<file path="config.mk">
export PLATFORM = sky130hd
export DESIGN_NAME = abacus_top
export DESIGN_NICKNAME = d
export VERILOG_FILES = /design/src/source/abacus_isa_pkg.sv /design/src/source/abacus_map_pkg.sv /design/src/source/abacus_top.sv /design/src/source/cache_event_decoder.sv /design/src/source/event_counter_bank.sv /design/src/source/instruction_classifier.sv /design/src/source/wishbone_register_file.sv
export SDC_FILE = /design/constraint.sdc
export NUM_CORES = 2
export LEC_CHECK = 0
export BUFFER_PORTS_ARGS = -buffer_cell sky130_fd_sc_hd__clkbuf_2
export CAP_MARGIN = 10
export CORE_UTILIZATION = 57
export CTS_CLUSTER_SIZE = 14
export DETAILED_ROUTE_END_ITERATION = 10
export GPL_TIMING_DRIVEN = 0
export PLACE_DENSITY = 0.78
export SLEW_MARGIN = 20
export SYNTH_ARGS = -nofsm -noshare
export SYNTH_HDL_FRONTEND = slang
export SYNTH_SLANG_ARGS = --single-unit
</file>
<file path="constraint.sdc">
create_clock -name S_AXI_ACLK -period 29.2 [get_ports S_AXI_ACLK]
set_clock_uncertainty 0.15 [all_clocks]
set_input_delay 7.3 -clock S_AXI_ACLK [delete_from_list [all_inputs] [get_ports S_AXI_ACLK]]
set_output_delay 7.3 -clock S_AXI_ACLK [all_outputs]
set_load 0.01 [all_outputs]
</file>
<file path="src/source/abacus_isa_pkg.sv">
package abacus_isa_pkg;

	// RV32 major opcodes that the profiler looks at
	localparam logic [6:0] OPC_LOAD   = 7'b000_0011;
	localparam logic [6:0] OPC_STORE  = 7'b010_0011;
	localparam logic [6:0] OPC_OP     = 7'b011_0011;
	localparam logic [6:0] OPC_OP_IMM = 7'b001_0011;
	localparam logic [6:0] OPC_BRANCH = 7'b110_0011;
	localparam logic [6:0] OPC_JAL    = 7'b110_1111;
	localparam logic [6:0] OPC_JALR   = 7'b110_0111;
	localparam logic [6:0] OPC_SYSTEM = 7'b111_0011;
	localparam logic [6:0] OPC_AMO    = 7'b010_1111;

	// R-type field layout, opcode in the low bits
	typedef struct packed {
		logic [6:0] funct7;
		logic [4:0] rs2;
		logic [4:0] rs1;
		logic [2:0] funct3;
		logic [4:0] rd;
		logic [6:0] opcode;
	} rv_instr_t;

	// Instruction classes, also the counter order in the 0x100 block
	localparam int CLS_LOAD   = 0;
	localparam int CLS_STORE  = 1;
	localparam int CLS_ADD    = 2;
	localparam int CLS_SUB    = 3;
	localparam int CLS_LOGIC  = 4;
	localparam int CLS_SHIFT  = 5;
	localparam int CLS_CMP    = 6;
	localparam int CLS_BRANCH = 7;
	localparam int CLS_JUMP   = 8;
	localparam int CLS_SYSTEM = 9;
	localparam int CLS_ATOMIC = 10;

	localparam int NUM_INSTR_CLASSES = 11;

	// Cache statistics, also the counter order in the 0x200 block
	localparam int IC_REQ  = 0;
	localparam int IC_HIT  = 1;
	localparam int IC_MISS = 2;
	localparam int IC_FILL = 3;
	localparam int DC_REQ  = 4;
	localparam int DC_HIT  = 5;
	localparam int DC_MISS = 6;
	localparam int DC_FILL = 7;

	localparam int NUM_CACHE_EVENTS = 8;

	// Raw levels from the core's caches
	// The I-cache reports a miss, the D-cache a hit
	typedef struct packed {
		logic ic_req;
		logic ic_miss;
		logic ic_fill;
		logic dc_req;
		logic dc_hit;
		logic dc_fill;
	} cache_sig_t;

endpackage

</file>
<file path="src/source/abacus_map_pkg.sv">
package abacus_map_pkg;

	// Counter width, also the width of the bus data path
	localparam int COUNT_W = 32;

	// Byte address width of the Wishbone port
	localparam int ADDR_W = 32;

	// Counters of a block sit one word apart
	localparam int REG_STRIDE = 4;

	// Enable registers, relative to the base address
	localparam logic [ADDR_W-1:0] INSTR_EN_OFS = 32'h0000_0004;
	localparam logic [ADDR_W-1:0] CACHE_EN_OFS = 32'h0000_0008;

	// Counter blocks, relative to the base address
	// Counter k of a block is at block offset + REG_STRIDE * k
	localparam logic [ADDR_W-1:0] INSTR_BLOCK_OFS = 32'h0000_0100;
	localparam logic [ADDR_W-1:0] CACHE_BLOCK_OFS = 32'h0000_0200;

	// Master to slave, 67 bits
	typedef struct packed {
		logic               cyc;
		logic               stb;
		logic               we;
		logic [ADDR_W-1:0]  adr;
		logic [COUNT_W-1:0] dat;
	} wb_req_t;

	// Slave to master, 33 bits
	// dat is only meaningful while a read is on the bus
	typedef struct packed {
		logic [COUNT_W-1:0] dat;
		logic               ack;
	} wb_rsp_t;

endpackage

</file>
<file path="src/source/abacus_top.sv">
module abacus_top
#(
	parameter logic [abacus_map_pkg::ADDR_W-1:0] BASE_ADDR = 32'hF003_0000
)
(
	input  logic                       S_AXI_ACLK,
	input  logic                       rst,
	input  abacus_isa_pkg::rv_instr_t  instr_i,
	input  logic                       instr_issued_i,
	input  abacus_isa_pkg::cache_sig_t cache_i,
	input  abacus_map_pkg::wb_req_t    wb_req_i,
	output abacus_map_pkg::wb_rsp_t    wb_rsp_o
);

	localparam int NUM_INSTR = abacus_isa_pkg::NUM_INSTR_CLASSES;
	localparam int NUM_CACHE = abacus_isa_pkg::NUM_CACHE_EVENTS;

	logic [NUM_INSTR-1:0]                              instr_event;
	logic [NUM_CACHE-1:0]                              cache_event;
	logic [NUM_INSTR-1:0][abacus_map_pkg::COUNT_W-1:0] instr_count;
	logic [NUM_CACHE-1:0][abacus_map_pkg::COUNT_W-1:0] cache_count;
	logic                                              instr_en;
	logic                                              cache_en;

	instruction_classifier u_classifier (
		.S_AXI_ACLK (S_AXI_ACLK),
		.rst        (rst),
		.instr_i    (instr_i),
		.issued_i   (instr_issued_i),
		.class_o    (instr_event)
	);

	cache_event_decoder u_cache_decoder (
		.S_AXI_ACLK (S_AXI_ACLK),
		.rst        (rst),
		.cache_i    (cache_i),
		.event_o    (cache_event)
	);

	// One counter per instruction class
	event_counter_bank #(
		.NUM_COUNTERS (NUM_INSTR)
	) u_instr_bank (
		.S_AXI_ACLK (S_AXI_ACLK),
		.rst        (rst),
		.enable_i   (instr_en),
		.event_i    (instr_event),
		.count_o    (instr_count)
	);

	// One counter per cache statistic
	event_counter_bank #(
		.NUM_COUNTERS (NUM_CACHE)
	) u_cache_bank (
		.S_AXI_ACLK (S_AXI_ACLK),
		.rst        (rst),
		.enable_i   (cache_en),
		.event_i    (cache_event),
		.count_o    (cache_count)
	);

	wishbone_register_file #(
		.BASE_ADDR (BASE_ADDR)
	) u_regs (
		.S_AXI_ACLK    (S_AXI_ACLK),
		.rst           (rst),
		.wb_req_i      (wb_req_i),
		.wb_rsp_o      (wb_rsp_o),
		.instr_count_i (instr_count),
		.cache_count_i (cache_count),
		.instr_en_o    (instr_en),
		.cache_en_o    (cache_en)
	);

endmodule

</file>
<file path="src/source/cache_event_decoder.sv">
module cache_event_decoder
(
	input  logic                                         S_AXI_ACLK,
	input  logic                                         rst,
	input  abacus_isa_pkg::cache_sig_t                   cache_i,
	output logic [abacus_isa_pkg::NUM_CACHE_EVENTS-1:0] event_o
);

	logic [abacus_isa_pkg::NUM_CACHE_EVENTS-1:0] next_event;

	always_comb
	begin
		// I-cache side, hit is derived from the miss level
		next_event[abacus_isa_pkg::IC_REQ]  = cache_i.ic_req;
		next_event[abacus_isa_pkg::IC_HIT]  = cache_i.ic_req & ~cache_i.ic_miss;
		next_event[abacus_isa_pkg::IC_MISS] = cache_i.ic_req & cache_i.ic_miss;
		next_event[abacus_isa_pkg::IC_FILL] = cache_i.ic_fill;

		// D-cache side, miss is derived from the hit level
		next_event[abacus_isa_pkg::DC_REQ]  = cache_i.dc_req;
		next_event[abacus_isa_pkg::DC_HIT]  = cache_i.dc_req & cache_i.dc_hit;
		next_event[abacus_isa_pkg::DC_MISS] = cache_i.dc_req & ~cache_i.dc_hit;
		next_event[abacus_isa_pkg::DC_FILL] = cache_i.dc_fill;
	end

	// Fill events stay high for every cycle a line fill is in progress,
	// so the fill counters measure latency in cycles
	always_ff @(posedge S_AXI_ACLK or posedge rst)
	begin
		if (rst)
			event_o <= '0;
		else
			event_o <= next_event;
	end

endmodule

</file>
<file path="src/source/event_counter_bank.sv">
module event_counter_bank
#(
	parameter int NUM_COUNTERS = 8
)
(
	input  logic                                                      S_AXI_ACLK,
	input  logic                                                      rst,
	input  logic                                                      enable_i,
	input  logic [NUM_COUNTERS-1:0]                                   event_i,
	output logic [NUM_COUNTERS-1:0][abacus_map_pkg::COUNT_W-1:0]      count_o
);

	// Events arrive whatever the enable, the enable only gates the update
	always_ff @(posedge S_AXI_ACLK or posedge rst)
	begin
		if (rst)
		begin
			count_o <= '0;
		end
		else if (enable_i)
		begin
			for (int i = 0; i < NUM_COUNTERS; i++)
			begin
				// Wraps from all-ones back to zero
				if (event_i[i])
					count_o[i] <= count_o[i] + abacus_map_pkg::COUNT_W'(1);
			end
		end
	end

endmodule

</file>
<file path="src/source/instruction_classifier.sv">
module instruction_classifier
(
	input  logic                                          S_AXI_ACLK,
	input  logic                                          rst,
	input  abacus_isa_pkg::rv_instr_t                     instr_i,
	input  logic                                          issued_i,
	output logic [abacus_isa_pkg::NUM_INSTR_CLASSES-1:0] class_o
);

	logic [abacus_isa_pkg::NUM_INSTR_CLASSES-1:0] next_class;
	logic                                         is_reg_op;

	// Only register-register ops use funct7 to tell SUB from ADD
	assign is_reg_op = (instr_i.opcode == abacus_isa_pkg::OPC_OP);

	always_comb
	begin
		next_class = '0;
		case (instr_i.opcode)
			abacus_isa_pkg::OPC_LOAD:
				next_class[abacus_isa_pkg::CLS_LOAD] = 1'b1;
			abacus_isa_pkg::OPC_STORE:
				next_class[abacus_isa_pkg::CLS_STORE] = 1'b1;
			abacus_isa_pkg::OPC_OP,
			abacus_isa_pkg::OPC_OP_IMM:
			begin
				case (instr_i.funct3)
					3'b000:
					begin
						if (is_reg_op && instr_i.funct7[5])
							next_class[abacus_isa_pkg::CLS_SUB] = 1'b1;
						else
							next_class[abacus_isa_pkg::CLS_ADD] = 1'b1;
					end
					3'b001,
					3'b101:
						next_class[abacus_isa_pkg::CLS_SHIFT] = 1'b1;
					3'b010,
					3'b011:
						next_class[abacus_isa_pkg::CLS_CMP] = 1'b1;
					// 100, 110 and 111 are XOR, OR and AND
					default:
						next_class[abacus_isa_pkg::CLS_LOGIC] = 1'b1;
				endcase
			end
			abacus_isa_pkg::OPC_BRANCH:
				next_class[abacus_isa_pkg::CLS_BRANCH] = 1'b1;
			abacus_isa_pkg::OPC_JAL,
			abacus_isa_pkg::OPC_JALR:
				next_class[abacus_isa_pkg::CLS_JUMP] = 1'b1;
			abacus_isa_pkg::OPC_SYSTEM:
				next_class[abacus_isa_pkg::CLS_SYSTEM] = 1'b1;
			abacus_isa_pkg::OPC_AMO:
				next_class[abacus_isa_pkg::CLS_ATOMIC] = 1'b1;
			// LUI, AUIPC and anything unknown are not profiled
			default:
				next_class = '0;
		endcase
	end

	// One-hot for one cycle per issued instruction
	always_ff @(posedge S_AXI_ACLK or posedge rst)
	begin
		if (rst)
			class_o <= '0;
		else if (issued_i)
			class_o <= next_class;
		else
			class_o <= '0;
	end

endmodule

</file>
<file path="src/source/wishbone_register_file.sv">
module wishbone_register_file
#(
	parameter logic [abacus_map_pkg::ADDR_W-1:0] BASE_ADDR = 32'hF003_0000
)
(
	input  logic                          S_AXI_ACLK,
	input  logic                          rst,
	input  abacus_map_pkg::wb_req_t       wb_req_i,
	output abacus_map_pkg::wb_rsp_t       wb_rsp_o,
	input  logic [abacus_isa_pkg::NUM_INSTR_CLASSES-1:0][abacus_map_pkg::COUNT_W-1:0]
		instr_count_i,
	input  logic [abacus_isa_pkg::NUM_CACHE_EVENTS-1:0][abacus_map_pkg::COUNT_W-1:0]
		cache_count_i,
	output logic                          instr_en_o,
	output logic                          cache_en_o
);

	localparam int ADDR_W      = abacus_map_pkg::ADDR_W;
	localparam int COUNT_W     = abacus_map_pkg::COUNT_W;
	localparam int STRIDE_LSB  = $clog2(abacus_map_pkg::REG_STRIDE);
	localparam int INSTR_IDX_W = $clog2(abacus_isa_pkg::NUM_INSTR_CLASSES);
	localparam int CACHE_IDX_W = $clog2(abacus_isa_pkg::NUM_CACHE_EVENTS);

	localparam logic [ADDR_W-1:0] INSTR_SPAN =
		ADDR_W'(abacus_map_pkg::REG_STRIDE * abacus_isa_pkg::NUM_INSTR_CLASSES);
	localparam logic [ADDR_W-1:0] CACHE_SPAN =
		ADDR_W'(abacus_map_pkg::REG_STRIDE * abacus_isa_pkg::NUM_CACHE_EVENTS);

	logic [COUNT_W-1:0]     instr_en;
	logic [COUNT_W-1:0]     cache_en;
	logic                   ack_q;
	logic [ADDR_W-1:0]      ofs;
	logic [ADDR_W-1:0]      instr_rel;
	logic [ADDR_W-1:0]      cache_rel;
	logic                   instr_hit;
	logic                   cache_hit;
	logic [INSTR_IDX_W-1:0] instr_idx;
	logic [CACHE_IDX_W-1:0] cache_idx;
	logic [COUNT_W-1:0]     rd_data;
	logic                   req_valid;
	logic                   rd_valid;

	assign req_valid = wb_req_i.cyc & wb_req_i.stb;
	assign rd_valid  = req_valid & ~wb_req_i.we;

	// Offset of the access from the base, then from each counter block
	assign ofs       = wb_req_i.adr - BASE_ADDR;
	assign instr_rel = ofs - abacus_map_pkg::INSTR_BLOCK_OFS;
	assign cache_rel = ofs - abacus_map_pkg::CACHE_BLOCK_OFS;

	// Unaligned addresses inside a block are treated as unmapped
	assign instr_hit = (instr_rel < INSTR_SPAN) && (instr_rel[STRIDE_LSB-1:0] == '0);
	assign cache_hit = (cache_rel < CACHE_SPAN) && (cache_rel[STRIDE_LSB-1:0] == '0);
	assign instr_idx = instr_rel[STRIDE_LSB +: INSTR_IDX_W];
	assign cache_idx = cache_rel[STRIDE_LSB +: CACHE_IDX_W];

	// Single-cycle ack, the enable write lands on the same edge
	always_ff @(posedge S_AXI_ACLK or posedge rst)
	begin
		if (rst)
		begin
			ack_q    <= 1'b0;
			instr_en <= '0;
			cache_en <= '0;
		end
		else
		begin
			ack_q <= req_valid & ~ack_q;
			if (req_valid && wb_req_i.we && !ack_q)
			begin
				if (ofs == abacus_map_pkg::INSTR_EN_OFS)
					instr_en <= wb_req_i.dat;
				else if (ofs == abacus_map_pkg::CACHE_EN_OFS)
					cache_en <= wb_req_i.dat;
			end
		end
	end

	always_comb
	begin
		rd_data = '0;
		if (ofs == abacus_map_pkg::INSTR_EN_OFS)
			rd_data = instr_en;
		else if (ofs == abacus_map_pkg::CACHE_EN_OFS)
			rd_data = cache_en;
		else if (instr_hit)
			rd_data = instr_count_i[instr_idx];
		else if (cache_hit)
			rd_data = cache_count_i[cache_idx];
	end

	assign wb_rsp_o = '{dat: (rd_valid ? rd_data : '0), ack: ack_q};

	// Only bit 0 of each enable register has a function
	assign instr_en_o = instr_en[0];
	assign cache_en_o = cache_en[0];

endmodule

</file>
Word level (Yosys, flattened, before mapping)
Cells that the tools add are included.

$add $sub $neg: 22. Order comparisons: 4. Equality and inequality tests: 15. Multiplexer cells: 23. Bitwise gates (word level): 12. Reduce and logical (&&, ||, !) cells: 35.

Operators by type and width (number): 32-bit by 1-bit adder with 32-bit output, second input constant (19); 32-bit two-way mux (7); 32-bit binary-select mux with 4-bit select (1); 32-bit binary-select mux with 3-bit select (1); 32-bit by 6-bit less-than comparator with 1-bit output, second input constant (2); 2-bit AND reduction (20); 32-bit by 3-bit equality test with 1-bit output, second input constant (1); 32-bit by 4-bit equality test with 1-bit output, second input constant (1); 32-bit by 10-bit subtractor with 32-bit output, second input constant (1); 32-bit subtractor, second input constant (1); 32-bit by 9-bit subtractor with 32-bit output, second input constant (1); 7-bit equality test, second input constant (4); 7-bit by 6-bit equality test with 1-bit output, second input constant (3); 1-bit two-way mux (11); 11-bit two-way mux (1); 2-bit OR reduction (4); 1-bit AND (7); 7-bit by 2-bit equality test with 1-bit output, second input constant (1); 7-bit by 5-bit equality test with 1-bit output, second input constant (1); 3-bit by 2-bit equality test with 1-bit output, second input constant (2); 1-bit logical AND (5); 4-bit by 5-bit less-than comparator with 1-bit output, second input constant (1); 5-bit two-way mux (1); 1-bit inverter (5); other kinds (9) (10).

Bits in registers: 692. Input port bits: 108. Output and inout bits: 33. Word-level logic and storage cells: 135.

Longest topological paths before layout
Depth in word-level cells: 9. Mapped depth: 13. Gate-level depth less buffers: 10.

Modules after synthesis
Synthesis repeated with hierarchy kept, for this count alone.

Cell total of the unflattened synthesis: 3311. Area total of the unflattened synthesis: 36725.2 µm².

By module, submodules not included: event_counter_bank at u_instr_bank (times used 1, cells each 1355, area each 15378.5 µm²); event_counter_bank at u_cache_bank (times used 1, cells each 991, area each 11257.0 µm²); wishbone_register_file (times used 1, cells each 916, area each 9397.8 µm²); instruction_classifier (times used 1, cells each 36, area each 459.2 µm²); cache_event_decoder (times used 1, cells each 13, area each 232.7 µm²).

Least setup slack after synthesis
OpenSTA, ideal clock, no wires.

Path kind: input to output. Start: input port wb_req_i[48] (netlist bit). End: output port wb_rsp_o[10] (netlist bit). Data arrival time: 10.229 ns. Path slack: 11.521 ns. Stages: 11. Cell sequence: ha_1 -> or4_1 -> nor2_1 -> xor2_1 -> or4_1 -> clkbuf_1 -> xnor2_1 -> or4_4 -> clkbuf_1 -> or3_1 -> a31oi_1.

RTL lines: start, declared (RTL line abacus_top.sv:11) `input abacus_map_pkg::wb_req_t wb_req_i,`; end, declared (RTL line abacus_top.sv:12) `output abacus_map_pkg::wb_rsp_t wb_rsp_o`.

==> flow_metrics.env <==
export IMPL_synth_seq_cells=692
export IMPL_antenna_left=0
export IMPL_die_area_um2=63500
export IMPL_area_growth_pct=12.3
export IMPL_n_antenna_cell=0
export IMPL_synth_avg_cell_area_um2=11.3
export IMPL_cts_made_buffers=74
export IMPL_finalSetupViolations=0
export IMPL_post_drt_wl_per_cell_um=22.4
export IMPL_slew_violations=0
export IMPL_cts_resized=0
export IMPL_vias=26300
export IMPL_h_tree_depth=3
export IMPL_run_status="finished clean"
export IMPL_grt_pass1_vias=26100
export IMPL_first_pass_iters=8
export IMPL_synth_async_reset_ratio=1.00
export IMPL_synth_nets=3291
export IMPL_drv_cap=0
export IMPL_cp_slowest_cell="clkbuf_1"
export IMPL_crit_path_cell_trace="clkbuf_2 > buf_2 > buf_1 > buf_1 > clkbuf_1 > mux4_2 > mux2i_1 > or3_1 > a31oi_1 > clkbuf_2"
export IMPL_finalHoldViolations=0
export IMPL_ys_flop_type="dfrtp_1"
export IMPL_tightest_slew_ps=1240
export IMPL_timing_fmax_mhz=51.1
export IMPL_ctsHoldBuffers=0
export IMPL_hp_class="register to register"
export IMPL_grt_use_total=0.306
export IMPL_slew_headroom=0.170
export IMPL_synth_distinct_cells=63
export IMPL_seq_area_frac_synth=0.486
export IMPL_powerDensity_nw_per_um2=50.3
export IMPL_drive_gt1_frac=0.136
export IMPL_leakage_uw=0.0178
export IMPL_cts_tree="yes"
export IMPL_syn_inst=3161
export IMPL_dp_cells=4122
export IMPL_fin_cells=4254
export IMPL_dpl_instance_area_um2=37500
export IMPL_rsz0062_at_grt="no"
export IMPL_post_cts_buffers=0
export IMPL_worstSkewPairLatency_ps=640
export IMPL_nets=3491
export IMPL_core_area_um2=61700
export IMPL_globalplace_congestion=0.935
export IMPL_cpPeakStageDelay_ps=980
export IMPL_synthesis_area_um2=35600
export IMPL_ys_warn_count=0
export IMPL_worstPathRequired_ps=21750
export IMPL_clock_path_buffers=3
export IMPL_clock_sinks=692
export IMPL_overflow=0
export IMPL_routed_wl_um=95300
export IMPL_via_per_inst=6.17
export IMPL_io_buffers=117
export IMPL_ir_drop_mv=0.0379
export IMPL_postLayoutCoreUtil=0.648
export IMPL_critPathBufInv=6
export IMPL_whs_ps=283
export IMPL_grt_max_degree=109
export IMPL_synth_edf_count=0
export IMPL_drt_iter0_markers=2591
export IMPL_clk_pin_slew_ps=60
export IMPL_crit_type="input port to output port"
export IMPL_critPathTopFamily="buffers and inverters"
export IMPL_timing_final_crit_period_ps=19580
export IMPL_die_height_um=252
export IMPL_die_w_um=252
export IMPL_initial_core_util=0.577
export IMPL_cp_end_kind="output port"
export IMPL_dp_hpwl_um=70900
export IMPL_cp_max_fo=10
export IMPL_root_buffer="clkbuf_16"
export IMPL_fin_crit_sh=0.671
export IMPL_critical_path_arrival_ps=12130
export IMPL_antenna_found_initial=4
export IMPL_grt_first_pass_wirelength_um=149000
export IMPL_pin_count=141
export IMPL_drc=0
export IMPL_design_area_um2=40000
export IMPL_rows=91
export IMPL_startpoint_type="input port"
worst register-to-register path, cell delays in order (launching register included):
cell and delay, ps:
dfrtp_1 370, clkbuf_1 390, clkbuf_1 460, nand3_1 230
nor2_1 310, nand2_1 200, nor4_1 910, and3_1 320
nand4_1 220, nor2_1 190, xor2_1 160
where the power goes:
part | internal [uW] | switching [uW]
logic | 23.6 | 54.8
clock network | 567 | 404
registers | 960 | 0.642
total | 1550 | 460
metrics by stage:
stage	worst slack, ps	TNS [ps]	power, uW
3_3_place_gp	-4740	-3227010	1050
6_report	9620	0	2010
3_5_place_dp	9680	0	1060
2_1_floorplan	2350	0	1030
4_1_cts	9690	0	2020
5_1_grt	9510	0	2060
layout make-up:
cell class	instances	area, um2
Timing Repair Buffer	124	778
Clock buffer	105	2210
Sequential cell	692	17300
Tap cell	837	1050
Buffer	109	455
Fill cell	4633	21700
Inverter	55	214
Clock inverter	27	330
Multi-Input combinational cell	2305	17600
layer usage:
| metal | global-route usage | up-vias | share of wire |
|---|---|---|---|
| met5 | 0 | - | 0 |
| met1 | 0.419 | 13300 | 0.42 |
| li1 | - | 11700 | - |
| met2 | 0.476 | 1042 | 0.46 |
| met3 | 0.0508 | 248 | 0.071 |
| met4 | 0.150 | 0 | 0.051 |
worst paths after layout:
path,start,to,slack [ps],cells after the start
min in group asynchronous,rst,u_instr_bank.count_o[175],6600,2
worst min register to register,u_regs.ack_q,u_regs.ack_q,280,1
worst max-delay path,wb_req_i[34],wb_rsp_o[5],9620,10
worst min-delay path,u_regs.ack_q,u_regs.ack_q,280,1
worst max register to register,u_regs.instr_en[0],u_instr_bank.count_o[124],25220,10
max in group asynchronous,rst,u_cache_bank.count_o[151],20630,5
cells in the final DEF (no fill, tap or decap), drive strengths merged, types with 7 or more instances in the layout:
master / synthesis / routed
dfrtp: 692 / 692
xnor2: 451 / 451
clkbuf: 73 / 295
nand2: 284 / 284
nand3: 247 / 247
nor2: 211 / 211
xor2: 153 / 153
mux4: 128 / 128
nand4: 112 / 112
and3: 102 / 102
mux2i: 96 / 96
mux2: 87 / 87
inv: 55 / 59
a21oi: 53 / 53
nor3: 50 / 50
or3: 47 / 47
buf: 36 / 43
and4: 38 / 38
o22ai: 33 / 33
o221ai: 25 / 25
and2: 24 / 24
ha: 22 / 22
a31oi: 19 / 19
clkinv: 0 / 17
nor4: 16 / 16
o21ai: 12 / 12
or4: 11 / 11
o31a: 10 / 10
nand2b: 8 / 8
nand3b: 8 / 8
or2: 8 / 8
nor2b: 7 / 7
o311a: 7 / 7
state kept, by name, indices dropped and copies added, names as in the netlist:
register,count
u_instr_bank.count_o,352
u_regs.cache_en,32
u_classifier.class_o,11
u_cache_decoder.event_o,8
u_regs.ack_q,1
u_cache_bank.count_o,256
u_regs.instr_en,32
Yosys cell counts (7+ instances only):
cell type	instances	area share
and4_1	38	0.0093
o22ai_1	33	0.0058
mux2_2	57	0.018
mux2_1	30	0.0095
a21oi_1	53	0.0074
clkbuf_1	73	0.0077
buf_1	25	0.0026
a31oi_1	19	0.0033
xor2_1	153	0.038
mux2i_1	96	0.027
dfrtp_1	692	0.49
nand3b_1	8	0.0017
nand3_1	247	0.035
and2_1	24	0.0042
nor2b_1	7	0.0012
nor3_1	50	0.0070
o21ai_0	11	0.0015
nor4_1	13	0.0023
and3_1	102	0.018
o221ai_1	25	0.0061
or4_1	7	0.0015
nand2_1	284	0.030
nor2_1	211	0.022
inv_1	55	0.0058
nand4_1	112	0.020
o311a_1	7	0.0020
xnor2_1	451	0.11
mux4_2	128	0.081
ha_1	22	0.0077
nand2b_1	8	0.0014
or3_1	46	0.0081
or2_2	7	0.0012
o31a_1	10	0.0025
cells by family (layout without fill, tap and decap cells):
family                     count (synthesis)  after routing  synth area share
muxes                                    311            311             0.135
AOI/OAI and AO/OA                        182            182            0.0342
xor gates and xnor gates                 604            604             0.149
buffers and inverters                    164            420            0.0185
and+or+nand+nor                         1186           1186             0.169
adders and majority gates                 22             22           0.00773
DFF                                      692            692             0.486
Power figures use the tool's default switching activity.
